**src/common/muladd_consts.svh**
```systemverilog
`ifndef MULADD_CONSTS_SVH
`define MULADD_CONSTS_SVH

// one data word on the flow bus
`define DATA_W 32

// lanes in the array and slots on the shared bus
`define N_LANES 4
`define N_SLOTS 4

// slot select width, enough for zero, a, b and c
`define SEL_W 2

// source fifo, also the producer's starting credits
`define SRC_DEPTH 4

// collector fifo, also the source's starting credits toward it
`define COLL_DEPTH 4

// consumer buffer depth seen by the collector
`define OUT_CREDITS 4

// flow_valid to lane_valid in cycles
`define LANE_LAT 3

`endif

```
**src/common/muladd_pkg.sv**
```systemverilog
`include "muladd_consts.svh"

package muladd_pkg;

   // lane operation, result is always the upper word of a 64-bit value
   typedef enum logic [2:0] {
      op_macc,       // acc + 2p
      op_macc_div2,  // acc + p
      op_msub,       // acc - 2p
      op_msub_div2,  // acc - p
      op_mul,        // 2p
      op_mul_div2,   // p
      op_mul_low,    // p << 32, gives low product word
      op_macc_16q16  // acc + q16.16 product in upper word
   } muladd_op_e;

   // one word on the flow bus
   typedef logic [`DATA_W-1:0] word_t;

   // select of one flow bus slot
   typedef logic [`SEL_W-1:0] sel_t;

   // full width signed product and accumulator
   typedef logic signed [2*`DATA_W-1:0] prod_t;

endpackage

```
**src/lane_config.sv**
```systemverilog
`timescale 1ns/1ns
`include "muladd_consts.svh"

module lane_config (
   input  logic                                  clk,
   input  logic                                  rst,
   input  logic                                  cfg_we,
   input  logic [$clog2(`N_LANES)-1:0]           cfg_lane,
   input  muladd_pkg::sel_t                      cfg_sela,
   input  muladd_pkg::sel_t                      cfg_selb,
   input  muladd_pkg::sel_t                      cfg_selo,
   input  muladd_pkg::muladd_op_e                cfg_op,
   output muladd_pkg::sel_t       [`N_LANES-1:0] lane_sela,
   output muladd_pkg::sel_t       [`N_LANES-1:0] lane_selb,
   output muladd_pkg::sel_t       [`N_LANES-1:0] lane_selo,
   output muladd_pkg::muladd_op_e [`N_LANES-1:0] lane_op
);

   // one register set per lane, written one lane at a time
   always_ff @(posedge clk or posedge rst) begin
      if (rst) begin
         for (int i = 0; i < `N_LANES; i++) begin
            lane_sela[i] <= muladd_pkg::sel_t'(1); // slot a
            lane_selb[i] <= muladd_pkg::sel_t'(2); // slot b
            lane_selo[i] <= muladd_pkg::sel_t'(3); // slot c as restart word
            lane_op[i]   <= muladd_pkg::op_mul;
         end
      end else if (cfg_we) begin
         lane_sela[cfg_lane] <= cfg_sela;
         lane_selb[cfg_lane] <= cfg_selb;
         lane_selo[cfg_lane] <= cfg_selo;
         lane_op[cfg_lane]   <= cfg_op;
      end
   end

endmodule

```
**config.mk**
```make
export PLATFORM = sky130hd
export DESIGN_NAME = lane_config
export DESIGN_NICKNAME = d
export VERILOG_FILES = /design/src/common/muladd_pkg.sv /design/src/lane_config.sv
export VERILOG_INCLUDE_DIRS = /design/src /design/src/common
export SDC_FILE = /design/constraint.sdc
export NUM_CORES = 1
export LEC_CHECK = 0
export BUFFER_PORTS_ARGS = -buffer_cell sky130_fd_sc_hd__buf_4
export CAP_MARGIN = 5
export CORE_UTILIZATION = 40
export DETAILED_ROUTE_END_ITERATION = 6
export PLACE_DENSITY = 0.67
export SKIP_CTS_REPAIR_TIMING = 1
export SLEW_MARGIN = 40
export SYNTH_ARGS = -nofsm -noshare
export SYNTH_HDL_FRONTEND = slang
export SYNTH_SLANG_ARGS = --single-unit
```
**constraint.sdc**
```tcl
create_clock -name clk -period 2.4 [get_ports clk]
set_input_delay 0 -clock clk [delete_from_list [all_inputs] [get_ports clk]]
set_output_delay 0 -clock clk [all_outputs]
set_load 0.05 [all_outputs]
```
======== Word-level counts from Yosys, hierarchy flattened ========
Cells that the tools add are included.
word-level totals
  register bits after elaboration ......... 36
  output and inout port bits .............. 36
  bits of input ports ..................... 14
  word-level logic and storage cells ...... 27
cells by class
  mux-type cells .......................... 8
  order comparisons ....................... 2
  reduce and logical (&&, ||, !) cells .... 1
operators by type and width
  operator                                                    number
  bitwise mux 8 bit                                           3
  bitwise mux 12 bit                                          1
  demux 3 bit (select 2 bit)                                  1
  demux 2 bit (select 2 bit)                                  1
  less-than comparator 2 x 3 -> 1 bit, second input constant  1
  2-to-1 mux 3 bit                                            1
  >= comparator 2 x 1 -> 1 bit, second input constant         1
  2-to-1 mux 2 bit                                            1
  logical AND 1 bit                                           1

======== Logic depth before layout (Yosys ltp) ========
  depth after elaboration ................. 5
  gate-level depth with buffers ........... 3
  gate-level depth less buffers ........... 2

======== Worst setup path after synthesis ========
Ideal clock, no wire load.
  kind .................................... register to register
  from .................................... register lane_op[3] (netlist bit)
  to ...................................... register lane_op[3] (netlist bit)
  data required time ...................... 2.275 ns
  buffers on the path ..................... 0
  cell stages (with the launch flop) ...... 2
  library setup time ...................... 0.125 ns
  data arrival time ....................... 0.866 ns
  clock period less this slack ............ 0.990 ns
  setup slack ............................. 1.410 ns
  path through ............................ dfrtp_1 mux2_2
between the ends
  word-level cells in the longest chain between the ends .. 1
RTL lines
  item                              line               text
  start: declaration                lane_config.sv:16  output muladd_pkg::muladd_op_e [`N_LANES-1:0] lane_op
  start signal: indexed assignment  lane_config.sv:26  lane_op[i] <= muladd_pkg::op_mul;
  start signal: indexed assignment  lane_config.sv:32  lane_op[cfg_lane] <= cfg_op;
  bitwise mux 12 bit                lane_config.sv:32
No other way between the ends.
A chain may end at the register's enable or synchronous reset.

======== Worst setup path after layout ========
  from .................................... register lane_selo[3] (netlist bit)
  to ...................................... output port lane_selo[3] (netlist bit)
RTL lines
  item                              line               text
  start: declaration                lane_config.sv:15  output muladd_pkg::sel_t [`N_LANES-1:0] lane_selo,
  start signal: indexed assignment  lane_config.sv:25  lane_selo[i] <= muladd_pkg::sel_t'(3);
  start signal: indexed assignment  lane_config.sv:31  lane_selo[cfg_lane] <= cfg_selo;
No word-level cell between the ends.

==> impl_metrics.py <==
metrics = {
    "sta": {
        "finalSetupViolCount": 0,
        "hold_slack_ns": 0.146,
        "worstMarginPinSlew_ns": 0.775,
        "tns_ns": 0,
        "fin_crit_sh_pct": 45.3,
        "max-slew-margin-rel_pct": 48.1,
        "fin_worst_skew_ns": 0,
        "period_minus_slack_ns": 1.09,
        "rsz0062_at_grt": "no",
        "hold_viol": 0,
        "maxSlewViolCount": 0,
        "fmax_mhz": 919,
    },
    "cells_and_area": {
        "area_delta_synth_final_pct": 44.2,
        "multi_input_area_um2": 450,
        "most-common-layout-cells": "buf_4 (51), mux2_2 (36), dfstp_2 (20), dfrtp_1 (16), dlygate4sd3_1 (10)",
        "design_area_um2": 2000,
        "post-route-util_pct": 60.0,
        "num-fill-cells": 268,
        "final_layout_size_suffix_gt1_share_pct": 82.2,
        "seq_area_um2": 926,
        "final_common_cell": "buf_4",
        "diodes": 0,
        "nets": 159,
    },
    "place": {
        "port_buffers": 49,
        "placed_area_um2": 1820,
        "hpwlAfterDp_mm": 1.99,
        "globalplace.congestion": 0.681,
    },
    "critical_path": {
        "end_kind": "output pin",
        "slowest_stage": "dfstp_2",
        "cp_cell_sequence": "buf_4",
        "setup.worst_path.start_class": "register",
        "arrival_ns": 1.09,
        "r2r_setup_slack_ns": 1.61,
        "path_class": "reg -> out",
        "critPathTopFamily": "flip-flops",
        "path_buf_inv": 1,
        "max_stage_delay_ns": 0.55,
        "worstPathRequired_ns": 2.40,
        "critPathMaxFanout": 2,
    },
    "drt": {
        "drt_iter0_markers": 27,
        "routed_wl_mm": 2.95,
        "ant_nets": 0,
        "vias_per_cell": 4.77,
        "first_pass_iters": 3,
        "wl_per_cell_um": 15.4,
        "drc": 0,
        "num_vias": 916,
    },
    "logic_synthesis": {
        "ys_warn_count": 0,
        "syn_area_per_cell_um2": 17.8,
        "synth_nets": 92,
        "synth.distinct_cells": 8,
        "netlist_instances": 78,
        "synth.cell_area_um2": 1390,
        "ys_seq_area_share_pct": 66.7,
        "ys_seq_elements": 36,
    },
    "power": {
        "seqPwrFrac_pct": 40.5,
        "ir_drop_v": 0.000543,
        "combPwrFrac_pct": 38.8,
        "pwr-share-clk_pct": 20.7,
        "intPower_mw": 1.25,
        "power_leakage_nw": 0.901,
        "switchingPower_uw": 797,
        "power_density_nw_per_um2": 1020,
        "p_sw_share_pct": 38.9,
    },
    "global_route": {
        "grt_pass1_vias": 889,
        "antenna_found_initial": 0,
        "grt_max_degree": 27,
        "grt_pass1_wl_mm": 4.28,
        "grtUsageTotal_pct": 17.4,
        "grt_overflow": 0,
    },
    "clock_tree": {
        "cts_tree": "yes",
        "cts_buffers": 5,
        "clkLatencyLatePin_ns": 0.34,
        "cts.reportedPaths.clkPinSlew_ns": 0.12,
        "cts_root_buf": "clkbuf_4",
        "clockBufferDepth": 2,
        "cts.sinks": 36,
        "h-tree-depth": 2,
    },
    "floorplanning": {
        "die_y_um": 60.9,
        "coreArea_um2": 3340,
        "ios": 50,
        "die_x_um": 60.9,
        "rows": 21,
        "die_area_um2": 3710,
        "start_util_pct": 41.6,
    },
    "run_status": {
        "run_status": "finished clean",
    },
    "job": {
        "drv_cap": 0,
    },
    "worst_hold_path": {
        "hp-class": "in -> reg",
    },
}
-- flip-flops by register name, summed over array words and instances (netlist names) --
name,flops
lane_op,12
lane_sela,8
lane_selb,8
lane_selo,8
-- final timing paths --
kind	from	endpoint	depth (start not counted)
min	cfg_lane[0]	lane_selb[0]	3
min in group asynchronous	rst	lane_selb[0]	3
min reg2reg	lane_op[4]	lane_op[4]	1
max reg2reg	lane_op[1]	lane_op[1]	1
max in group asynchronous	rst	lane_sela[4]	4
max	lane_selo[3]	lane_selo[3]	1
-- Yosys cell counts --
library cell,number,area (um2)
buf_4,1,7.51
dfrtp_1,16,400
dfstp_2,20,526
inv_1,1,3.75
mux2_2,36,405
nand3_2,1,10.0
nand3b_2,2,22.5
nor3b_2,1,12.5
-- routing by layer --
layer  up-vias  wire (um)  track usage, %
met4         0         51            7.79
met1       459       1220            19.8
met2        38       1480            27.8
met3         6        197            8.32
li1        413          -               -
met5         -          0               0
-- logic make-up (layout without fill, tap and decap cells) --
family	count (synthesis)	after routing	synth area share [%]
multiplexers	36	36	29.2
flip-flops	36	36	66.7
AND/OR/NAND/NOR	4	4	3.25
buffers and inverters	2	70	0.811
-- power by group through the flow --
stage / Sequential, mW / Combinational, mW / Clock (mW)
2_1_floorplan: 1.26 / 0.126 / 0
3_3_place_gp: 0.833 / 0.778 / 0
3_5_place_dp: 0.839 / 0.787 / 0
4_1_cts: 0.830 / 0.788 / 0.437
5_1_grt: 0.845 / 0.831 / 0.466
6_report: 0.829 / 0.795 / 0.423
-- layout make-up --
class	count	area share, %
clock buffer	5	1.88
clock inverter	3	2.13
inverter	1	0.188
multi-input combinational	40	22.5
sequential	36	46.3
tap	46	2.88
timing repair buffer	61	24.1
-- per-stage QoR --
stage	power, mW	instances	worst slack, ns
floorplan	1.38	78	1.41
global placement	1.61	174	1.12
detailed placement	1.63	174	1.06
CTS	2.06	182	1.30
global route	2.14	192	1.26
finish	2.05	192	1.31
Note: power is estimated with default switching activity, not from simulation.
