File: config.mk
export PLATFORM = sky130hd
export DESIGN_NAME = flow_source
export DESIGN_NICKNAME = d
export VERILOG_FILES = /design/src/common/muladd_pkg.sv /design/src/flow_source.sv
export VERILOG_INCLUDE_DIRS = /design/src /design/src/common
export SDC_FILE = /design/constraint.sdc
export NUM_CORES = 1
export LEC_CHECK = 0
export BUFFER_PORTS_ARGS = -buffer_cell sky130_fd_sc_hd__buf_4
export CORE_AREA = 2 2 176 178
export CTS_CLUSTER_SIZE = 12
export DETAILED_ROUTE_END_ITERATION = 7
export DIE_AREA = 0 0 178 180
export GPL_ROUTABILITY_DRIVEN = 0
export PLACE_DENSITY = 0.79
export SYNTH_ARGS = -nofsm -noshare
export SYNTH_HDL_FRONTEND = slang
export SYNTH_SLANG_ARGS = --single-unit
File: constraint.sdc
create_clock -name clk -period 4.55 [get_ports clk]
set_clock_uncertainty 0.1 [all_clocks]
set_input_delay 0.455 -clock clk [delete_from_list [all_inputs] [get_ports clk]]
set_output_delay 0.455 -clock clk [all_outputs]
set_load 0.005 [all_outputs]
File: src/common/muladd_consts.svh
`ifndef MULADD_CONSTS_SVH
`define MULADD_CONSTS_SVH

// one data word on the flow bus
`define DATA_W 32

// lanes in the array and slots on the shared bus
`define N_LANES 4
`define N_SLOTS 4

// slot select width, enough for zero, a, b and c
`define SEL_W 2

// source fifo, also the producer's starting credits
`define SRC_DEPTH 4

// collector fifo, also the source's starting credits toward it
`define COLL_DEPTH 4

// consumer buffer depth seen by the collector
`define OUT_CREDITS 4

// flow_valid to lane_valid in cycles
`define LANE_LAT 3

`endif

File: src/common/muladd_pkg.sv
`include "muladd_consts.svh"

package muladd_pkg;

   // lane operation, result is always the upper word of a 64-bit value
   typedef enum logic [2:0] {
      op_macc,       // acc + 2p
      op_macc_div2,  // acc + p
      op_msub,       // acc - 2p
      op_msub_div2,  // acc - p
      op_mul,        // 2p
      op_mul_div2,   // p
      op_mul_low,    // p << 32, gives low product word
      op_macc_16q16  // acc + q16.16 product in upper word
   } muladd_op_e;

   // one word on the flow bus
   typedef logic [`DATA_W-1:0] word_t;

   // select of one flow bus slot
   typedef logic [`SEL_W-1:0] sel_t;

   // full width signed product and accumulator
   typedef logic signed [2*`DATA_W-1:0] prod_t;

endpackage

File: src/flow_source.sv
`timescale 1ns/1ns
`include "muladd_consts.svh"

module flow_source (
   input  logic              clk,
   input  logic              rst,
   input  logic              in_valid,
   input  muladd_pkg::word_t in_a,
   input  muladd_pkg::word_t in_b,
   input  muladd_pkg::word_t in_c,
   output logic              in_credit,
   input  logic              coll_credit,
   output logic              flow_valid,
   output muladd_pkg::word_t flow_a,
   output muladd_pkg::word_t flow_b,
   output muladd_pkg::word_t flow_c
);

   localparam int PTR_W = $clog2(`SRC_DEPTH);
   localparam int CNT_W = $clog2(`SRC_DEPTH + 1);
   localparam int CRD_W = $clog2(`COLL_DEPTH + 1);

   muladd_pkg::word_t mem_a [`SRC_DEPTH];
   muladd_pkg::word_t mem_b [`SRC_DEPTH];
   muladd_pkg::word_t mem_c [`SRC_DEPTH];

   logic [PTR_W-1:0] wr_ptr;
   logic [PTR_W-1:0] rd_ptr;
   logic [CNT_W-1:0] count;
   logic [CRD_W-1:0] coll_cnt; // free entries in the collector fifo
   logic             issue;

   // only send what the collector is known to have room for
   assign issue = (count != '0) && (coll_cnt != '0);

   // a beat leaving the fifo frees one producer slot
   assign in_credit = flow_valid;

   always_ff @(posedge clk) begin
      if (in_valid) begin
         mem_a[wr_ptr] <= in_a;
         mem_b[wr_ptr] <= in_b;
         mem_c[wr_ptr] <= in_c;
      end
      if (issue) begin
         flow_a <= mem_a[rd_ptr];
         flow_b <= mem_b[rd_ptr];
         flow_c <= mem_c[rd_ptr];
      end
   end

   always_ff @(posedge clk or posedge rst) begin
      if (rst) begin
         wr_ptr     <= '0;
         rd_ptr     <= '0;
         count      <= '0;
         coll_cnt   <= CRD_W'(`COLL_DEPTH);
         flow_valid <= 1'b0;
      end else begin
         if (in_valid) begin
            wr_ptr <= (wr_ptr == PTR_W'(`SRC_DEPTH - 1)) ? '0 : wr_ptr + 1'b1;
         end
         if (issue) begin
            rd_ptr <= (rd_ptr == PTR_W'(`SRC_DEPTH - 1)) ? '0 : rd_ptr + 1'b1;
         end
         count      <= count + CNT_W'(in_valid) - CNT_W'(issue);
         coll_cnt   <= coll_cnt + CRD_W'(coll_credit) - CRD_W'(issue);
         flow_valid <= issue;
      end
   end

   // producer sent without holding a credit
   a_no_overflow: assert property (
      @(posedge clk) disable iff (rst)
      in_valid |-> (count != CNT_W'(`SRC_DEPTH))
   );

   // collector returned more credits than it owns
   a_coll_credit_range: assert property (
      @(posedge clk) disable iff (rst)
      coll_cnt <= CRD_W'(`COLL_DEPTH)
   );

endmodule

Yosys cells after proc, flatten, opt, wreduce, memory -nomap -nowiden:

Memories as Yosys holds them, arrays and structs flattened. A register that Yosys moved wholly into a read port is not among the register bits.
Cells that the tools add are included.

* flip-flop bits (word level): 11
* memories kept: 3
* bits in read-only memories: 0
* latch bits: 0
* bits in writable memories: 384
* input bits: 100
* output and inout port bits: 98

Memories
* mem_a: depth 4, bits a word 32, read ports 1, clocked after memory_dff 1, wr ports 1, line flow_source.sv:23 `` muladd_pkg::word_t mem_a [`SRC_DEPTH]; ``
* mem_b: depth 4, bits a word 32, read ports 1, clocked after memory_dff 1, wr ports 1, line flow_source.sv:24 `` muladd_pkg::word_t mem_b [`SRC_DEPTH]; ``
* mem_c: depth 4, bits a word 32, read ports 1, clocked after memory_dff 1, wr ports 1, line flow_source.sv:25 `` muladd_pkg::word_t mem_c [`SRC_DEPTH]; ``

* reduce and logical (&&, ||, !) cells: 3
* $lt $le $gt $ge: 0
* add/sub/neg operators: 6
* $mul: 0
* multiplexer cells: 4
* shift-type cells: 0
* equal/unequal tests: 2
* div/mod/pow operators: 0
* bitwise logic cells: 0

Operators by type and width (number)
* adder 3 x 1 -> 3 bit: 2
* nonzero test 3 bit: 2
* subtractor 3 x 1 -> 3 bit: 2
* adder 2 x 1 -> 2 bit, second input constant: 2
* == test 2 bit, second input constant: 2
* 2-to-1 mux 2 bit: 2
* 2-to-1 mux 1 bit: 2
* logical AND 1 bit: 1

Longest topological paths before layout:

* depth in word-level cells: 3
* gate-level depth with buffers: 8
* mapped depth without buffers: 8

Worst setup path after synthesis:

OpenSTA, ideal clock, no wires.

* kind: flip-flop to flip-flop
* start point: reg coll_cnt[2]
* end point: reg rd_ptr[0]
* slack: 1.047 ns
* clock period less this slack: 3.503 ns
* arrival: 3.271 ns
* path buffers: 0
* cell stages (with the launch flop): 5
* cell sequence: dfstp_2 > nor3_1 > or2_2 > inv_1 > mux2_2

* longest elaborated chain between the ends: 2

RTL lines
* from (decl): line flow_source.sv:30 `logic [CRD_W-1:0] coll_cnt;`
* from (signal assigned): line flow_source.sv:57 `` coll_cnt <= CRD_W'(`COLL_DEPTH); ``
* from (signal assigned): line flow_source.sv:67 `coll_cnt <= coll_cnt + CRD_W'(coll_credit) - CRD_W'(issue);`
* from (signal assigned): line flow_source.sv:81 `` coll_cnt <= CRD_W'(`COLL_DEPTH) ``
* nonzero test 3 bit: line flow_source.sv:34 `assign issue = (count != '0) && (coll_cnt != '0);`
* logical AND 1 bit: line flow_source.sv:34
* via issue: line flow_source.sv:31 `logic issue;`
* to (signal assigned): line flow_source.sv:64 `` rd_ptr <= (rd_ptr == PTR_W'(`SRC_DEPTH - 1)) ? '0 : rd_ptr + 1'b1; ``
* to (decl): line flow_source.sv:28 `logic [PTR_W-1:0] rd_ptr;`

The timed path passes the listed nets, and every way through them passes these cells.
A chain may end at the register's enable or synchronous reset.

Worst setup path in the final report:

* start point: reg coll_cnt[2]
* end point: reg flow_a[16], read port of mem_a, enable pin

* longest elaborated chain between the ends: 2

RTL lines
* nonzero test 3 bit: line flow_source.sv:34
* logical AND 1 bit: line flow_source.sv:34
* via issue: line flow_source.sv:31
* to (decl): line flow_source.sv:14 `output muladd_pkg::word_t flow_a,`

The timed path passes the listed nets, and every way through them passes these cells.

==> out/metrics.csv <==
metric,value,unit
outcome,completed,
dieArea,32040,um2
maxCapViolCount,0,
vias_per_cell,5.623,
grt_pass1_vias,7881,
row_count,64,
dpl.hpwl,17640,um
post-route-util,69.10,%
nFillCells,1775,
wl,31210,um
worst_slew_margin_rel,39.86,%
startpoint,coll_cnt[2],
place_ws,2.175,ns
die_w,178,um
timing.hold.ws,0.01144,ns
numCtsBuffers,48,
cts.sinks,491,
r2r_start,coll_cnt[2],
clk_pin_slew_worst_paths,0.06,ns
synth_ff_type,edfxtp_1,
crit_path_start_kind,flop,
htreeDepth,2,
crit_arrival,2.49,ns
fin_cells,1334,
cts_max_path_buffers,3,
drt_iter0_markers,736,
required,4.66,ns
p_total,13.49,mW
synth-edff-count,480,
finalSetupTns,0,ns
async_flop_share,2.240,%
cts_setup_buffers,0,
crit_fanout,50,
drt-wirelength-per-cell,23.40,um
pin_count,198,
p_per_area,646.9,nW/um2
num_vias,7501,
finalHoldViolCount,0,
syn_inst,651,
die_h,180,um
synth_nets,760,
io_buffers,197,
cts_root_buffer,clkbuf_16,
ys_types,23,
start_util,57.38,%
cts.repair.resized,0,
grt-ovfl-total,0,
clk_latency,0.54,ns
crit_path_end_kind,flop,
fin_nets,1023,
drc,0,
drtPass1Iterations,5,
antenna_found_initial,3,
grt_usage,19.89,%
path_cells,nor3_1 -> or2_2 -> inv_4 -> buf_12,
drv_slew,0,
fin_ws,2.164,ns
hold_class,in -> reg,
fin_area,20860,um2
period_share,52.44,%
cts_tree,yes,
leakagePower,7.173,nW
area_growth,20.43,%
syn_area,17320,um2
rsz0062_at_grt,no,
worst_pin_slew,0.9021,ns
hold_path_startpoint,in_a[30],
core,30190,um2
grt_pass1_wl,47330,um
synth_area_per_cell,26.61,um2
setup_violations,0,
drive_gt1_share,39.74,%
critPathMaxStageDelay,0.55,ns
dp.cells,1235,
grt_max_degree,58,
max_freq,419.1,MHz
ant_nets,0,
peakVddDrop,0.0004254,V
criticalPathCategory,reg -> reg,
yosys_warnings,0,
synth_seq_area_share,84.81,%
placed_area,19280,um2
min_period,2.386,ns
ys_ff_latch,491,
cp_slowest_cell,inv_4,
[routing by layer]
metal	vias to the layer above	track usage, %	wire (um)
li1	3273	-	-
met1	3900	27.44	12390
met2	277	32.76	15860
met3	49	4.632	2396
met4	2	4.820	545
met5	-	0	13
[cell type report]
class / count / area, um2 / area share (%)
Antenna cell: 2 / 5.005 / 0.02399
Clock buffer: 67 / 1282 / 6.148
Clock inverter: 5 / 40.04 / 0.1919
Inverter: 8 / 32.53 / 0.1560
Multi-Input combinational cell: 129 / 2447 / 11.73
Sequential cell: 491 / 14700 / 70.46
Tap cell: 396 / 495.5 / 2.375
Timing Repair Buffer: 236 / 1859 / 8.913
[cells by family after synthesis]
kind of cell | synth area share, %
mux | 12.61
buf+inv | 1.120
fa+ha+maj | 0.7368
simple gates | 0.4334
xor+xnor | 0.2022
flops | 84.81
compound gates | 0.08665
[Yosys cell counts, types with 2 or more instances]
library cell  instances  area share (%)
mux2_2                2            0.13
edfxtp_1            480              83
clkbuf_1              5            0.11
inv_1                 8            0.17
o21ai_0               3           0.087
nand2_1               4           0.087
and2_1                4            0.14
nor3_1                2           0.058
ha_1                  7            0.51
dfrtp_1              10             1.4
buf_4                 7            0.30
nor2_1                2           0.043
buf_6                 2            0.13
fa_1                  2            0.23
mux4_2               96              12
buf_2                 7            0.20
xnor2_1               4            0.20
[state kept, by name, summed over array words and instances (netlist names)]
name	flops
flow_c	32
count	3
mem_a	128
rd_ptr	2
flow_a	32
flow_valid	1
wr_ptr	2
coll_cnt	3
flow_b	32
mem_b	128
mem_c	128
[repair_timing]
| action | 4_1_cts | 5_1_grt |
|---|---|---|
| endpoints found under the setup margin | 0 | 0 |
| hold buffers | 25 | 0 |
| hold endpoints to repair | 97 | 0 |
[layout by cell type (no fill, tap or decap)]
cell / netlist / layout
or3_1: 1 / 1
clkinv_2: 0 / 3
buf_12: 1 / 2
dlygate4sd3_1: 0 / 25
inv_6: 0 / 1
nand3_1: 1 / 1
dfrtp_4: 0 / 2
clkbuf_1: 5 / 18
nor2_1: 2 / 2
mux2_2: 2 / 2
clkinv_8: 0 / 1
or2_2: 1 / 1
buf_4: 7 / 209
o21ai_0: 3 / 3
mux4_2: 96 / 96
and2_4: 0 / 4
ha_1: 7 / 7
xnor2_1: 4 / 4
nor3_1: 2 / 2
clkbuf_8: 0 / 1
inv_4: 0 / 1
nand2_1: 4 / 4
dfstp_2: 1 / 1
inv_1: 8 / 7
edfxtp_1: 480 / 480
diode_2: 0 / 2
fa_1: 2 / 2
dfrtp_1: 10 / 8
clkbuf_16: 0 / 48
[where the power goes]
part / internal, mW / switching [mW] / leakage [nW] / total (mW)
Sequential: 6.44 / 0.512 / 4.63 / 6.95
Combinational: 1.64 / 1.48 / 1.90 / 3.11
Clock: 1.94 / 1.49 / 0.643 / 3.43
[critical path, delay by kind of cell (launching register included)]
kind,cells,cell delay (ns)
buf+inv,2,0.89
flops,1,0.53
simple gates,2,0.40
[final timing paths]
| path | endpoint | slack [ns] | cells past startpoint |
|---|---|---|---|
| worst max-delay path | flow_a[16] | 2.16 | 4 |
| worst min-delay path | mem_a[1][30] | 0.01 | 1 |
| worst max register to register | flow_a[16] | 2.16 | 4 |
| worst min register to register | coll_cnt[2] | 0.40 | 1 |
| max in group asynchronous | rd_ptr[0] | 3.62 | 3 |
| min in group asynchronous | coll_cnt[0] | 0.37 | 3 |
Power figures use the tool's default switching activity.
