File: src/common/muladd_consts.svh
`ifndef MULADD_CONSTS_SVH
`define MULADD_CONSTS_SVH

// one data word on the flow bus
`define DATA_W 32

// lanes in the array and slots on the shared bus
`define N_LANES 4
`define N_SLOTS 4

// slot select width, enough for zero, a, b and c
`define SEL_W 2

// source fifo, also the producer's starting credits
`define SRC_DEPTH 4

// collector fifo, also the source's starting credits toward it
`define COLL_DEPTH 4

// consumer buffer depth seen by the collector
`define OUT_CREDITS 4

// flow_valid to lane_valid in cycles
`define LANE_LAT 3

`endif

File: src/common/muladd_pkg.sv
`include "muladd_consts.svh"

package muladd_pkg;

   // lane operation, result is always the upper word of a 64-bit value
   typedef enum logic [2:0] {
      op_macc,       // acc + 2p
      op_macc_div2,  // acc + p
      op_msub,       // acc - 2p
      op_msub_div2,  // acc - p
      op_mul,        // 2p
      op_mul_div2,   // p
      op_mul_low,    // p << 32, gives low product word
      op_macc_16q16  // acc + q16.16 product in upper word
   } muladd_op_e;

   // one word on the flow bus
   typedef logic [`DATA_W-1:0] word_t;

   // select of one flow bus slot
   typedef logic [`SEL_W-1:0] sel_t;

   // full width signed product and accumulator
   typedef logic signed [2*`DATA_W-1:0] prod_t;

endpackage

File: src/muladd_lane/mul_pipe.sv
`timescale 1ns/1ns
`include "muladd_consts.svh"

module mul_pipe (
   input  logic              clk,
   input  logic              rst,
   input  muladd_pkg::word_t op_a,
   input  muladd_pkg::word_t op_b,
   output muladd_pkg::prod_t product
);

   logic signed [`DATA_W-1:0] a_q;
   logic signed [`DATA_W-1:0] b_q;

   // stage 1 captures operands, stage 2 the full signed product
   always_ff @(posedge clk or posedge rst) begin
      if (rst) begin
         a_q     <= '0;
         b_q     <= '0;
         product <= '0;
      end else begin
         a_q     <= op_a;
         b_q     <= op_b;
         product <= a_q * b_q; // sign extended to 64 bits
      end
   end

endmodule

File: src/muladd_lane/muladd_lane.sv
`timescale 1ns/1ns
`include "muladd_consts.svh"

module muladd_lane (
   input  logic                   clk,
   input  logic                   rst,
   input  logic                   flow_valid,
   input  muladd_pkg::word_t      flow_a,
   input  muladd_pkg::word_t      flow_b,
   input  muladd_pkg::word_t      flow_c,
   input  muladd_pkg::sel_t       sela,
   input  muladd_pkg::sel_t       selb,
   input  muladd_pkg::sel_t       selo,
   input  muladd_pkg::muladd_op_e op,
   output logic                   lane_valid,
   output muladd_pkg::word_t      lane_result
);

   muladd_pkg::word_t [`N_SLOTS-1:0] slots;
   muladd_pkg::word_t                op_a;
   muladd_pkg::word_t                op_b;
   logic                             restart_zero;

   logic [`LANE_LAT-1:0]             v_q;   // valid alongside the pipeline
   logic [`LANE_LAT-2:0]             z_q;   // restart flag alongside multiplier stages
   muladd_pkg::prod_t                product;
   muladd_pkg::prod_t                base;
   muladd_pkg::prod_t                result;
   muladd_pkg::prod_t                acc;
   logic                             v_mul; // product valid this cycle

   // slot 0 is a constant zero
   assign slots = {flow_c, flow_b, flow_a, muladd_pkg::word_t'(0)};

   assign op_a         = slots[sela];
   assign op_b         = slots[selb];
   assign restart_zero = (slots[selo] == '0);

   mul_pipe u_mul (
      .clk     (clk),
      .rst     (rst),
      .op_a    (op_a),
      .op_b    (op_b),
      .product (product)
   );

   assign v_mul = v_q[`LANE_LAT-2];

   always_ff @(posedge clk or posedge rst) begin
      if (rst) begin
         v_q <= '0;
         z_q <= '0;
      end else begin
         v_q <= {v_q[`LANE_LAT-2:0], flow_valid};
         z_q <= {z_q[`LANE_LAT-3:0], restart_zero};
      end
   end

   // stage 3, operation decode on the product
   always_comb begin
      base = z_q[`LANE_LAT-2] ? '0 : acc; // restart drops the old sum
      case (op)
         muladd_pkg::op_mul:        result = product <<< 1;
         muladd_pkg::op_mul_div2:   result = product;
         muladd_pkg::op_mul_low:    result = product <<< `DATA_W;
         muladd_pkg::op_macc:       result = base + (product <<< 1);
         muladd_pkg::op_macc_div2:  result = base + product;
         muladd_pkg::op_msub:       result = base - (product <<< 1);
         muladd_pkg::op_msub_div2:  result = base - product;
         muladd_pkg::op_macc_16q16: result = base + {product[47:16], {`DATA_W{1'b0}}};
         default:                   result = '0;
      endcase
   end

   // accumulator doubles as the result register
   always_ff @(posedge clk or posedge rst) begin
      if (rst) begin
         acc <= '0;
      end else if (v_mul) begin
         acc <= result;
      end
   end

   assign lane_valid  = v_q[`LANE_LAT-1];
   assign lane_result = acc[2*`DATA_W-1:`DATA_W]; // upper word

   // op must be a defined operation while a beat reaches decode
   a_op_legal: assert property (
      @(posedge clk) disable iff (rst)
      v_mul |-> op inside {muladd_pkg::op_macc, muladd_pkg::op_macc_div2,
                           muladd_pkg::op_msub, muladd_pkg::op_msub_div2,
                           muladd_pkg::op_mul, muladd_pkg::op_mul_div2,
                           muladd_pkg::op_mul_low, muladd_pkg::op_macc_16q16}
   );

endmodule

File: config.mk
export PLATFORM = sky130hd
export DESIGN_NAME = muladd_lane
export DESIGN_NICKNAME = d
export VERILOG_FILES = /design/src/common/muladd_pkg.sv /design/src/muladd_lane/mul_pipe.sv /design/src/muladd_lane/muladd_lane.sv
export VERILOG_INCLUDE_DIRS = /design/src /design/src/common
export SDC_FILE = /design/constraint.sdc
export NUM_CORES = 2
export LEC_CHECK = 0
export BUFFER_PORTS_ARGS = -buffer_cell sky130_fd_sc_hd__buf_4
export CAP_MARGIN = 20
export CORE_MARGIN = 4
export CORE_UTILIZATION = 55
export DETAILED_ROUTE_END_ITERATION = 16
export PLACE_DENSITY = 0.72
export SYNTH_ARGS = -nofsm -noshare
export SYNTH_HDL_FRONTEND = slang
export SYNTH_SLANG_ARGS = --single-unit
File: constraint.sdc
create_clock -name clk -period 11.1 [get_ports clk]
set_input_delay 1.665 -clock clk [delete_from_list [all_inputs] [get_ports clk]]
set_output_delay 1.665 -clock clk [all_outputs]
set_load 0.02 [all_outputs]
; After elaboration in Yosys (flattened, before gate mapping)
; Index checks and enable logic that the tools add are counted.
[classes]
add_sub_neg = 5
mul = 1
order_cmp = 3
n_eq_ne = 7
n_mux = 8
reduce_logical = 2
[ops]
columns = cell, n
row1 = $pmux W64 S8, 1
row2 = $add A64 B64 Y64, 3
row3 = $bmux W32 S2, 3
row4 = $sub A64 B64 Y64, 2
row5 = $mux W32, 3
row6 = $mul A32 B32 Y64, 1
row7 = $mux W64, 1
row8 = $logic_not A32 Y1, 1
row9 = $eq A3 B3 Y1 const B, 4
row10 = $lt A2 B3 Y1 const B, 3
row11 = $eq A3 B2 Y1 const B, 2
row12 = $eq A3 B1 Y1 const B, 1
row13 = $logic_not A3 Y1, 1
[totals]
reg_bits = 197
input_bits = 108
elab_cells = 32

; Logic depth before layout (Yosys ltp)
[depth]
word_depth = 3
depth_mapped = 30
mapped_depth_nobuf = 29

; Cells and area by module
; Synthesis repeated with hierarchy kept, for this count alone.
[unflattened]
cells_unflattened = 6769
area_unflattened_um2 = 58461.1
[modules_own_cells]
columns = mod, n_inst, cells_per_inst, area_per_inst_um2, seq_area_each_um2
row1 = mul_pipe, 1, 4163, 40226.1, 3203.1
row2 = muladd_lane, 1, 2606, 18235.0, 1726.7

; Least setup slack after synthesis
; Ideal clock, no wire load.
[synth_path]
path_type = register to register
from = register u_mul.a_q[31]
to = register u_mul.product[62]
setup_time_ps = 80
arrival_ps = 7687
required_time_ps = 11020
slack_ps = 3333
stages_incl_launch_ff = 28
path_buffers = 1
synth_period_minus_slack_ps = 7767
cell_sequence = dfrtp_1 -> clkbuf_1 -> nand2_1 -> inv_1 -> fa_1 -> inv_1 -> fa_1 -> inv_1 -> fa_1 -> fa_1 -> inv_1 -> fa_1 -> inv_1 -> fa_1 -> fa_1 -> fa_1 -> ha_1 -> a21o_1 -> a21o_1 -> a21oi_1 -> nand2_1 -> nand2_1 -> a41oi_1 -> a21oi_1 -> a21oi_1 -> and2_1 -> a221oi_1 -> xnor2_1
[synth_between]
elab_chain_len = 1
[synth_lines]
columns = element, line
row1 = start: declaration, mul_pipe.sv:12  ; logic signed [`DATA_W-1:0] a_q;
row2 = start signal: assignment, mul_pipe.sv:22  ; a_q <= op_a;
row3 = $mul A32 B32 Y64, mul_pipe.sv:24  ; product <= a_q * b_q;
row4 = end signal: assignment, mul_pipe.sv:24
row5 = end: declaration, mul_pipe.sv:9  ; output muladd_pkg::prod_t product
; No other way between the ends.
; A chain may end at the register's enable or synchronous reset.

; Final worst setup path
[layout_path]
from = register u_mul.b_q[2]
to = register u_mul.product[61]
[layout_between]
elab_chain_len = 1
[layout_lines]
columns = element, line
row1 = start: declaration, mul_pipe.sv:13  ; logic signed [`DATA_W-1:0] b_q;
row2 = start signal: assignment, mul_pipe.sv:23  ; b_q <= op_b;
row3 = $mul A32 B32 Y64, mul_pipe.sv:24
; No other way between the ends.

==> out/metrics.cfg <==
[clocking]
cts_tree=built
cts_resized=0
htree_levels=4
postCtsHoldBufs=0
cts.sinks=197
path_clk_slew_ns=0.09
post_cts_buffers=0
cts_max_path_buffers=2
cts_buffers=17
clockRootBuffer=clkbuf_16
clock_latency_ns=0.55

[timing]
finalMaxSlewViolations=0
period_needed_ns=8.96
clock.fmax_ghz=0.112
slew_headroom_pct=22.6
hold_violations=0
fin_crit_sh_pct=80.7
setup_viol=0
worstMarginPinSlew_ns=1.16
fin_worst_skew_ns=0.0281
tns_ns=0
rsz0062_at_grt=no

[detailed_routing]
vias_per_cell=5.97
vias=46000
routed_wl_um=174000
antenna_left=0
drt-initial-drc-count=4010
wire_per_inst_um=22.6
dr.pass1.iters=8
drcViolationCount=0

[place]
place_inst=7655
port-buffer-count=140
gp_congestion=0.964
dp_hpwl_um=135000

[grt]
grt_max_degree=72
antenna_found_initial=2
grt_pass1_vias=47900
grt_overflow=0
grt_pass1_wl_um=274000
grt_use_total_pct=32.6

[worst_setup_path]
ff2ff_setup_slack_ns=2.14
path_class=register to register
cp.required_ns=11.53
endpoint_kind=register
arrival_ns=9.39
startpoint_type=register
crit_path_max_fanout=19

[yosys]
netlist_area_um2=56900
syn_area_per_cell_um2=8.79
synth.most_common_cell=fa_1
synth_edf_count=0
yosysUniqueCellTypes=90
synth_top_area_share_pct=38.2
synth_nets=8010
async_reset_ff_share_pct=100
synthCells=6476
ys_top_cells_by_count=1085 x fa_1, 1060 x inv_1, 710 x nand2_1
yosys_warnings=0
synth_ff_type=dfrtp_1
ys_seq_elements=197
yosys-top-cells-area=fa_1 38%, dfrtp_1 8.7%, ha_1 7.5%
synth_top_cell_by_area=fa_1
yosysSeqAreaShare_pct=8.66

[floorplan]
die_x_um=330
core_um2=102000
num_rows=117
dieHeight_um=330
ios=141
dieArea_um2=109000
start_util_pct=55.6

[layout]
syn_to_final_growth_pct=4.53
antenna_cells=0
final_cells=7697
fin_nets=7850
drive_gt1_share_pct=6.13

[hold_path]
min_path_type=register to register

[run_status]
status=finished, final reports clean

[job]
max_cap_viol_count=0

-- per-stage QoR --
stage | setup WS, ns | utilization (%) | instance area (um2) | hold WS [ns]
2_1_floorplan | 3.33 | - | 56900 | 0.331
3_3_place_gp | 2.21 | 57.3 | 58700 | 0.333
3_5_place_dp | 2.04 | 57.3 | 58700 | 0.336
4_1_cts | 2.00 | 57.9 | 59300 | 0.362
5_1_grt | 1.62 | 58.2 | 59500 | 0.367
6_report | 2.14 | 58.2 | 59500 | 0.359
-- final cells by class --
class | count | area (um2)
Multi-Input combinational cell | 4805 | 46400
Fill cell | 9073 | 42800
Sequential cell | 197 | 4930
Inverter | 1062 | 3990
Timing Repair Buffer | 233 | 1920
Tap cell | 1368 | 1710
Clock buffer | 20 | 457
Clock inverter | 12 | 136
-- critical path, cell delays in order (launching register included) --
cell and delay (ns):
dfrtp_1 0.81, buf_4 0.33, nand2_1 0.11, inv_1 0.14, fa_1 0.46, fa_1 0.50
fa_1 0.74, fa_1 1.05, inv_1 0.34, fa_1 0.55, inv_1 0.05, fa_1 0.58
fa_1 0.46, fa_1 0.47, ha_1 0.35, a21o_1 0.19, a21o_1 0.17, a21oi_1 0.30
and3_1 0.21, a21oi_1 0.04, o21a_1 0.12, a21oi_1 0.27, o21ai_0 0.21, mux2i_1 0.16
a211oi_1 0.22
-- sequential cells by signal, indices dropped and copies added (netlist names) --
name,flops
u_mul.product,64
acc,64
u_mul.b_q,32
v_q,3
u_mul.a_q,32
z_q,2
-- path summary, 6_finish.rpt --
check,start,to,depth (start not counted)
max,u_mul.b_q[2],u_mul.product[61],24
min,z_q[0],z_q[1],0
max reg2reg,u_mul.b_q[2],u_mul.product[61],24
min reg2reg,z_q[0],z_q[1],0
max in group asynchronous,rst,u_mul.a_q[26],3
min in group asynchronous,rst,acc[20],2
-- cells in the final DEF (no fill, tap or decap), types with 14 or more instances in the layout --
| cell | count |
|---|---|
| clkbuf_16 | 17 |
| nand3_1 | 44 |
| or3_1 | 26 |
| a222oi_1 | 15 |
| ha_1 | 341 |
| nor2b_1 | 69 |
| a221oi_1 | 25 |
| a21oi_1 | 301 |
| inv_1 | 1059 |
| nor3_1 | 51 |
| buf_4 | 223 |
| mux2_2 | 68 |
| fa_1 | 1085 |
| a21o_1 | 118 |
| nand2_1 | 707 |
| o31ai_1 | 17 |
| and3_1 | 28 |
| a22o_1 | 70 |
| o211ai_1 | 31 |
| nor4_1 | 33 |
| xnor2_1 | 211 |
| nand4_1 | 53 |
| o221ai_1 | 26 |
| xor2_1 | 109 |
| dfrtp_1 | 194 |
| o21bai_1 | 38 |
| a31oi_1 | 33 |
| o21a_1 | 30 |
| nand2b_1 | 32 |
| mux2i_1 | 14 |
| nor2_1 | 281 |
| and2_1 | 529 |
| a211oi_1 | 36 |
| o21ai_0 | 198 |
-- layer usage --
layer | track usage, % | share of wire [%]
met3 | 8.22 | 10
met4 | 11.0 | 3.8
met2 | 49.9 | 44
met1 | 45.5 | 42
met5 | 0 | 0.0075
-- logic make-up (layout without fill, tap and decap cells) --
logic type,Yosys count,after routing,synth area share (%)
compound gates,1066,1066,12.4
xor+xnor,320,320,4.92
fa+ha+maj,1426,1426,45.6
buf+inv,1474,1327,9.95
flops,197,197,8.66
mux,87,87,1.79
simple gates,1906,1906,16.6
Power is left out: the tool's default activity adds up to more than one toggle a clock period on the data nets, which glitch-free logic cannot reach.
