**src/common/muladd_consts.svh**
```systemverilog
`ifndef MULADD_CONSTS_SVH
`define MULADD_CONSTS_SVH

// one data word on the flow bus
`define DATA_W 32

// lanes in the array and slots on the shared bus
`define N_LANES 4
`define N_SLOTS 4

// slot select width, enough for zero, a, b and c
`define SEL_W 2

// source fifo, also the producer's starting credits
`define SRC_DEPTH 4

// collector fifo, also the source's starting credits toward it
`define COLL_DEPTH 4

// consumer buffer depth seen by the collector
`define OUT_CREDITS 4

// flow_valid to lane_valid in cycles
`define LANE_LAT 3

`endif

```
**src/common/muladd_pkg.sv**
```systemverilog
`include "muladd_consts.svh"

package muladd_pkg;

   // lane operation, result is always the upper word of a 64-bit value
   typedef enum logic [2:0] {
      op_macc,       // acc + 2p
      op_macc_div2,  // acc + p
      op_msub,       // acc - 2p
      op_msub_div2,  // acc - p
      op_mul,        // 2p
      op_mul_div2,   // p
      op_mul_low,    // p << 32, gives low product word
      op_macc_16q16  // acc + q16.16 product in upper word
   } muladd_op_e;

   // one word on the flow bus
   typedef logic [`DATA_W-1:0] word_t;

   // select of one flow bus slot
   typedef logic [`SEL_W-1:0] sel_t;

   // full width signed product and accumulator
   typedef logic signed [2*`DATA_W-1:0] prod_t;

endpackage

```
**src/result_collector.sv**
```systemverilog
`timescale 1ns/1ns
`include "muladd_consts.svh"

module result_collector (
   input  logic                             clk,
   input  logic                             rst,
   input  logic              [`N_LANES-1:0] lane_valid,
   input  muladd_pkg::word_t [`N_LANES-1:0] lane_result,
   input  logic                             out_credit,
   output logic                             coll_credit,
   output logic                             out_valid,
   output logic     [`N_LANES*`DATA_W-1:0]  out_data
);

   localparam int PTR_W = $clog2(`COLL_DEPTH);
   localparam int CNT_W = $clog2(`COLL_DEPTH + 1);
   localparam int CRD_W = $clog2(`OUT_CREDITS + 1);

   logic [`N_LANES*`DATA_W-1:0] mem [`COLL_DEPTH];

   logic [PTR_W-1:0] wr_ptr;
   logic [PTR_W-1:0] rd_ptr;
   logic [CNT_W-1:0] count;
   logic [CRD_W-1:0] out_cnt; // free space in the consumer
   logic             push;
   logic             pop;

   // lanes run in lock step, lane 0 speaks for all
   assign push = lane_valid[0];
   assign pop  = (count != '0) && (out_cnt != '0);

   assign out_valid = pop;
   assign out_data  = mem[rd_ptr];

   always_ff @(posedge clk) begin
      if (push) begin
         mem[wr_ptr] <= lane_result; // lane 0 lands in the low word
      end
   end

   always_ff @(posedge clk or posedge rst) begin
      if (rst) begin
         wr_ptr      <= '0;
         rd_ptr      <= '0;
         count       <= '0;
         out_cnt     <= CRD_W'(`OUT_CREDITS);
         coll_credit <= 1'b0;
      end else begin
         if (push) begin
            wr_ptr <= (wr_ptr == PTR_W'(`COLL_DEPTH - 1)) ? '0 : wr_ptr + 1'b1;
         end
         if (pop) begin
            rd_ptr <= (rd_ptr == PTR_W'(`COLL_DEPTH - 1)) ? '0 : rd_ptr + 1'b1;
         end
         count       <= count + CNT_W'(push) - CNT_W'(pop);
         out_cnt     <= out_cnt + CRD_W'(out_credit) - CRD_W'(pop);
         coll_credit <= pop; // entry freed, tell the source
      end
   end

   // all lanes share one latency
   a_lanes_aligned: assert property (
      @(posedge clk) disable iff (rst)
      (lane_valid == '0) || (&lane_valid)
   );

   // source credits keep the fifo from overflowing
   a_no_overflow: assert property (
      @(posedge clk) disable iff (rst)
      push |-> (count != CNT_W'(`COLL_DEPTH))
   );

endmodule

```
**config.mk**
```make
export PLATFORM = sky130hd
export DESIGN_NAME = result_collector
export DESIGN_NICKNAME = d
export VERILOG_FILES = /design/src/common/muladd_pkg.sv /design/src/result_collector.sv
export VERILOG_INCLUDE_DIRS = /design/src /design/src/common
export SDC_FILE = /design/constraint.sdc
export NUM_CORES = 1
export LEC_CHECK = 0
export ABC_AREA = 0
export BUFFER_PORTS_ARGS = -buffer_cell sky130_fd_sc_hd__clkbuf_2
export CAP_MARGIN = 0
export CORE_MARGIN = 5
export CORE_UTILIZATION = 35
export CTS_CLUSTER_SIZE = 40
export DETAILED_ROUTE_END_ITERATION = 8
export SLEW_MARGIN = 20
export SYNTH_ARGS = -nofsm -noshare
export SYNTH_HDL_FRONTEND = slang
export SYNTH_SLANG_ARGS = --single-unit
```
**constraint.sdc**
```tcl
create_clock -name clk -period 6.56 [get_ports clk]
set_input_delay 0.328 -clock clk [delete_from_list [all_inputs] [get_ports clk]]
set_output_delay 0.328 -clock clk [all_outputs]
set_load 0.005 [all_outputs]
```
# Word-level counts from Yosys, hierarchy flattened
# Memories as Yosys holds them, arrays and structs flattened.
# Cells that the tools add are included.
[word_totals]
ram_bits = 512
romBits = 0
output_inout_bits = 130
memories = 1
inputBits = 135
reg_bits = 11
latch_bits = 0
[memory_table]
columns = ["memory", "words", "word_bits", "rd", "rd_clocked_by_memory_dff", "wr", "line_no", "text"]
rows = [
  ["mem", 4, 128, 1, 0, 1, "result_collector.sv:19", "logic [`N_LANES*`DATA_W-1:0] mem [`COLL_DEPTH];"],
]
[op_classes]
n_eq_ne = 2
n_div = 0
multipliers = 0
reduce_logical = 3
shift = 0
n_lt_le_gt_ge = 0
muxes = 4
add_sub_neg = 6
bitwise = 0
[ops]
columns = ["op", "n"]
rows = [
  ["adder 3 x 1 -> 3 bit", 2],
  ["nonzero test 3 bit", 2],
  ["subtractor 3 x 1 -> 3 bit", 2],
  ["adder 2 x 1 -> 2 bit, second input constant", 2],
  ["equality test 2 bit, second input constant", 2],
  ["2-to-1 mux 2 bit", 2],
  ["2-to-1 mux 1 bit", 2],
  ["logical AND 1 bit", 1],
]

# Longest topological paths before layout
# Gate-level depths: netlist of run 1.
[depth]
word_depth = 3
depth_mapped = 8
mapped_depth_nobuf = 8

# Worst setup path after synthesis of run 1
# No wires, ideal clock.
[synth_timing]
path_kind = "register to register"
startpoint = "register wr_ptr[0]"
endpoint = "memory mem[0][0] in the netlist's numbering, enable pin"
setup_ns = 0.502
slack_ns = 2.493
path_stages_with_launch = 4
arrival_ns = 3.565
path_buffers = 0
period_less_slack_ns = 4.067
cell_sequence = "dfrtp_1 > inv_1 > ha_1 > and2_1"
[synth_lines]
columns = ["item", "line_no", "text"]
rows = [
  ["from (decl)", "result_collector.sv:21", "logic [PTR_W-1:0] wr_ptr;"],
  ["from (signal assigned)", "result_collector.sv:50", "wr_ptr <= (wr_ptr == PTR_W'(`COLL_DEPTH - 1)) ? '0 : wr_ptr + 1'b1;"],
  ["to (decl)", "result_collector.sv:19", ""],
]
# No word-level cell before the write port.

# Worst setup path in the final report of run 1
[layout_timing]
startpoint = "register rd_ptr[0]"
endpoint = "output port out_data[1]"
[layout_via]
elab_chain_cells = 1
[layout_rtl]
columns = ["item", "line_no", "text"]
rows = [
  ["from (decl)", "result_collector.sv:22", "logic [PTR_W-1:0] rd_ptr;"],
  ["from (signal assigned)", "result_collector.sv:53", "rd_ptr <= (rd_ptr == PTR_W'(`COLL_DEPTH - 1)) ? '0 : rd_ptr + 1'b1;"],
  ["memory (4 x 128 bit)", "n/a", ""],
  ["to (decl)", "result_collector.sv:12", "output logic [`N_LANES*`DATA_W-1:0] out_data"],
]
# Every way passes these cells.

==> impl_metrics.tcl, run 1 <==
set metrics [dict create \
    die_x_microns 243.3 \
    cp-start-kind "flop" \
    place_congestion 0.6655 \
    io_pins 265 \
    clk_latency_ns 0.58 \
    grt_pass1_wl_microns 59380 \
    setup_violations 0 \
    synthCells 721 \
    ir_worst_vdd_mv 0.3538 \
    fillers 4543 \
    portBuffers 261 \
    initial_utilization_pct 35.34 \
    hold_depth 2 \
    synth.distinct_cells 22 \
    power_frac_comb_pct 25.9 \
    clk_pin_slew_worst_paths_ns 0.06 \
    dieArea_sq_um 59210 \
    cts_tree "built" \
    total_power_mw 9.947 \
    p_per_area_nw_per_um2 413.6 \
    holdWs_ns 0.07812 \
    reg2reg_to "rd_ptr[1]$_DFFE_PP0P_" \
    place_ws_ns 3.591 \
    crit_type "flop to primary output" \
    ys_seq_area_share_pct 82.13 \
    cts_resized 0 \
    postCtsHoldBufs 130 \
    finalWorstSetupSlack_ns 3.110 \
    mappedNetlistArea_sq_um 19060 \
    swShare_pct 27.76 \
    drt-initial-drc-count 533 \
    core_area_sq_um 53920 \
    finalSetupTns_ns 0 \
    nets 1293 \
    synth.ff_latch_count 523 \
    hold_path_end "wr_ptr[0]$_DFFE_PP0P_" \
    ff2ff_setup_slack_ns 4.06 \
    power.switching_mw 2.761 \
    min_from "lane_valid[0]" \
    min_period_ns 3.450 \
    rsz0062_at_grt "false" \
    ff2ff_path_depth 3 \
    dr.pass1.iters 4 \
    internal-power_mw 7.186 \
    area_delta_synth_final_pct 26.20 \
    fmax_mhz 289.9 \
    cts_buffers 53 \
    slew_headroom_pct 34.46 \
    power.leakage_nw 8.260 \
    period_share_pct 52.59 \
    h-tree-depth 2 \
    avgSynthCellArea_sq_um 26.43 \
    cts-root-buf "clkbuf_16" \
    overflow 0 \
    worstMarginPinSlew_ns 0.9832 \
    cap_violations 0 \
    cp.required_ns 6.23 \
    finalHoldViolCount 0 \
    critPathCaptureType "primary output" \
    grt_pass1_vias 9862 \
    drc 0 \
    clkPwrFrac_pct 28.2 \
    core.rowCount 85 \
    synth_warnings 0 \
    vias 8995 \
    die_h_microns 243.3 \
    routed_via_density 4.769 \
    hold_class "primary input to flop" \
    clock_skew_ns 0.01193 \
    ant_nets 0 \
    clock_path_buffers 3 \
    grt.total_usage_pct 12.96 \
    r2r-start "rd_ptr[0]$_DFFE_PP0P_" \
    drive_gt1_share_pct 40.62 \
    seq_power_share_pct 45.8 \
    post_cts_buffers 0 \
    status "completed" \
    slew_violations 0 \
    synth.net_count 865 \
    wl_microns 38530 \
    cp_max_fo 91 \
    antenna_found_initial 2 \
    worst-endpoint-arrival_ns 3.12 \
    drt-wirelength-per-cell_microns 20.43 \
    clkSinkCount 523 \
    dp_hpwl_microns 22090 \
    grt_max_degree 92 \
]
-- cells by family (layout without fill, tap and decap cells) --
kind of cell | after synthesis | count (layout) | synth area share [%]
buffers and inverters | 37 | 505 | 1.293
other | 0 | 1 | 0
muxes | 130 | 130 | 15.25
adders and majority gates | 9 | 9 | 0.6697
and+or+nand+nor | 15 | 15 | 0.3939
DFF | 523 | 523 | 82.13
AOI/OAI and AO/OA | 3 | 3 | 0.07877
xor gates and xnor gates | 4 | 4 | 0.1838
-- layer usage --
layer / up-vias / share of wire (%) / global-route usage [%]
met4: 2 / 1.9 / 3.071
met1: 4719 / 42 / 16.83
li1: 3969 / - / -
met3: 55 / 7.8 / 4.581
met2: 250 / 48 / 21.16
met5: - / 0.034 / 0
-- worst max-delay path, cell delays in order, from the launching register on --
cell and delay [ns]:
dfrtp_4 0.97, buf_12 0.68, mux4_2 0.62, clkbuf_2 0.13
-- metrics by stage --
step,instance area (sq um),std cells,util (%)
2_1_floorplan,19060,721,-
3_3_place_gp,21130,1660,39.19
3_5_place_dp,21130,1660,39.19
4_1_cts,24050,1885,44.60
5_1_grt,24050,1885,44.60
6_report,24050,1886,44.60
-- layout make-up --
cell class | instances | area, sq um | area share [%]
clock buffer | 70 | 1410 | 5.863
sequential | 523 | 15660 | 65.11
antenna | 1 | 2.502 | 0.01041
timing repair buffer | 402 | 2703 | 11.24
tap | 696 | 870.8 | 3.621
multi-input combinational | 161 | 3168 | 13.17
inverter | 8 | 30.03 | 0.1249
clock inverter | 25 | 206.4 | 0.8584
-- layout by cell type, fill, tap and decap left out, types with 2 or more instances in the layout --
cell type	netlist	routed
dfrtp_1	10	8
clkinvlp_4	0	4
ha_1	7	7
nor3_1	2	2
dlygate4sd3_1	0	130
xnor2_1	4	4
clkbuf_16	0	53
mux4_2	128	128
clkbuf_2	1	261
buf_4	2	10
clkinv_2	0	8
inv_1	8	8
dfrtp_4	0	2
clkinv_1	0	7
mux2_2	2	2
clkbuf_1	2	15
clkbuf_8	0	2
and2_4	0	4
nand2_1	4	4
edfxtp_1	512	512
clkinv_8	0	2
o21ai_0	3	3
nor2_1	2	2
bufinv_16	0	2
fa_1	2	2
-- worst max path at each step --
stage | slack, ns | start | to | cells past startpoint
after global placement | 3.58 | rd_ptr[0]$_DFFE_PP0P_ | out_data[102] | 3
final | 3.11 | rd_ptr[0]$_DFFE_PP0P_ | out_data[1] | 3
after floorplan | 2.49 | wr_ptr[0]$_DFFE_PP0P_ | mem[0][0]$_DFFE_PP_ | 3
after global routing | 2.76 | rd_ptr[0]$_DFFE_PP0P_ | out_data[108] | 3
after detailed placement | 3.59 | rd_ptr[0]$_DFFE_PP0P_ | out_data[127] | 3
after CTS | 2.93 | rd_ptr[0]$_DFFE_PP0P_ | out_data[127] | 3
-- Yosys cell counts (all sizes together) --
cell,instances,area share [%]
nand3,1,0.026
dfrtp,10,1.3
xnor2,4,0.18
nor2,2,0.039
dfstp,1,0.14
mux4,128,15
inv,8,0.16
fa,2,0.21
edfxtp,512,81
or3,1,0.033
and2,4,0.13
nor3,2,0.053
nand2,4,0.079
o21ai,3,0.079
clkbuf,3,0.066
buf,26,1.1
ha,7,0.46
or2,1,0.033
mux2,2,0.12
-- power by group through the flow --
stage	clock, mW	sequential [mW]	combinational, mW
after floorplan	0	4.51	1.71
after global placement	0	4.62	2.60
after detailed placement	0	4.65	2.61
after CTS	2.91	4.58	2.68
after global routing	3.07	4.63	2.84
final	2.81	4.56	2.58
-- flip-flops by register name, indices dropped and copies added, names as in the netlist --
signal and flops:
mem 512, count 3, out_cnt 3, rd_ptr 2, wr_ptr 2, coll_credit 1
No activity file was read; power rests on OpenSTA's default activity.
==> run 2, diff against run 1 <==
Clock period 6.56 ns to 3.1 ns, I/O delays scaled along.
==> run 2 against run 1 <==
  * Final cell count grew 0.69%
  * Core utilization rose by 0.62 points
  * Sequential power up 110%
  * Critical path depth unchanged
  * Critical path type unchanged
  * Critical endpoint is now out_data[81]
==> impl_metrics.tcl, run 2 (synthesized netlist as in run 1, its figures left out) <==
set metrics [dict create \
    clock_path_buffers 3 \
    cts-root-buf "clkbuf_16" \
    vias 8957 \
    hold_class "primary input to asynchronous set/reset pin" \
    nets 1300 \
    cap_violations 0 \
    area_delta_synth_final_pct 27.96 \
    clkSinkCount 523 \
    grt_max_degree 78 \
    clock_skew_ns 0.01409 \
    finalHoldViolCount 0 \
    reg.largest.list "mem x512, count x3, out_cnt x3" \
    crit_slowest_cell "dfrtp_4" \
    largest-register "mem" \
    largest_register_ffs 512 \
    core.rowCount 85 \
    portBuffers 261 \
    initial_utilization_pct 35.34 \
    antenna_found_initial 4 \
    slew_violations 0 \
    finalSetupTns_ns 0 \
    place_congestion 0.6982 \
    crit_type "flop to primary output" \
    cp.required_ns 2.94 \
    grt_pass1_vias 10070 \
    cp-start-kind "flop" \
    io_pins 265 \
    overflow 0 \
    drt-wirelength-per-cell_microns 20.26 \
    fmax_mhz 407.7 \
    p_per_area_nw_per_um2 886.5 \
    worst-endpoint-arrival_ns 2.30 \
    routed_via_density 4.717 \
    post_cts_buffers 0 \
    cts_tree "built" \
    status "completed" \
    dieArea_sq_um 59210 \
    ff2ff_path_depth 8 \
    final_cell_mix "edfxtp_1, clkbuf_2, dlygate4sd3_1" \
    drive_gt1_share_pct 41.17 \
    holdWs_ns 0.09614 \
    h-tree-depth 2 \
    cp_cell_sequence "buf_12 -> mux4_2 -> clkbuf_2" \
    period_share_pct 79.12 \
    ant_nets 0 \
    drt-initial-drc-count 433 \
    min_period_ns 2.453 \
    core_area_sq_um 53920 \
    clk_pin_slew_worst_paths_ns 0.06 \
    slew_headroom_pct 63.74 \
    dp_hpwl_microns 22340 \
    dr.pass1.iters 4 \
    cp_max_fo 39 \
    die_x_microns 243.3 \
    ir_worst_vdd_mv 0.5150 \
    fillers 4513 \
    worst_path_largest_cell_delay_ns 0.61 \
    final_area_sq_um 24380 \
    worstMarginPinSlew_ns 0.5440 \
    power.leakage_nw 8.404 \
    setup_violations 0 \
    cts_buffers 55 \
    drc 0 \
    critPathCaptureType "primary output" \
    clk_latency_ns 0.58 \
    die_h_microns 243.3 \
    layout_commonest_cell "edfxtp_1" \
    rsz0062_at_grt "false" \
    grt_pass1_wl_microns 59620 \
    cts_resized 0 \
    wl_microns 38470 \
    dpl_cell_area_sq_um 21310 \
    grt.total_usage_pct 12.93 \
]
[run 2: changes by cell type in the layout (fill, tap and decap cells not counted), sizes merged]
cell	before	now
clkinv	18	24
buf	11	15
bufinv	2	5
clkbuf	331	329
diode	1	3
clkinvlp	4	3
dlygate4sd3	130	131
[run 2: worst paths after layout]
| path | from | end | slack, ns |
|---|---|---|---|
| worst min register to register | out_cnt[1]$_DFF_PP0_ | out_cnt[2]$_DFF_PP1_ | 0.51 |
| min in group clk | lane_result[6] | mem[2][6]$_DFFE_PP_ | 0.33 |
| max in group asynchronous | rst | rd_ptr[1]$_DFFE_PP0P_ | 2.64 |
| worst max register to register | out_cnt[2]$_DFF_PP1_ | out_cnt[2]$_DFF_PP1_ | 0.98 |
| worst min-delay path | rst | coll_credit$_DFF_PP0_ | 0.1 |
| worst max-delay path | rd_ptr[0]$_DFFE_PP0P_ | out_data[81] | 0.65 |
[run 2: repair_timing]
action	in CTS	in global routing
setup endpoints to repair	0	0
hold buffers	131	0
hold endpoints to repair	527	0
[run 2: critical path, delay by kind of cell (launching register included)]
kind                   cells  cell delay [ns]
muxes                      1             0.57
buffers and inverters      2             0.50
DFF                        1             0.61
[run 2: layout make-up]
type | instances | area (sq um) | area share [%]
Antenna cell | 3 | 7.507 | 0.03079
Timing Repair Buffer | 407 | 2893 | 11.86
Clock inverter | 33 | 309.0 | 1.267
Inverter | 8 | 30.03 | 0.1232
Multi-Input combinational cell | 161 | 3168 | 12.99
Clock buffer | 68 | 1446 | 5.932
Tap cell | 696 | 870.8 | 3.571
Sequential cell | 523 | 15660 | 64.22
[run 2: through the flow]
| step | total power [mW] | worst slack, ns | std cells | utilization [%] |
|---|---|---|---|---|
| floorplan | 13.08 | 0.4573 | 721 | - |
| global placement | 15.44 | 0.9870 | 1664 | 39.52 |
| finish | 21.62 | 0.6474 | 1899 | 45.22 |
| global route | 22.80 | 0.4722 | 1899 | 45.22 |
| detailed placement | 15.54 | 0.9948 | 1664 | 39.52 |
| CTS | 22.09 | 0.5218 | 1896 | 45.21 |
[run 2: where the power goes]
| part | switching, mW | leakage, nW | internal (mW) |
|---|---|---|---|
| clock | 2.59 | 0.856 | 3.73 |
| sequential | 0.341 | 4.83 | 9.08 |
| combinational | 2.98 | 2.72 | 2.90 |
[run 2: metal layers]
metal / vias up / routed length [microns] / global-route usage (%) / part of all wire, %
met1: 4683 / 16230 / 16.67 / 42
li1: 3999 / - / - / -
met4: 2 / 859 / 3.672 / 2.2
met5: - / 11 / 0 / 0.029
met3: 57 / 2413 / 3.957 / 6.3
met2: 216 / 18950 / 21.40 / 49
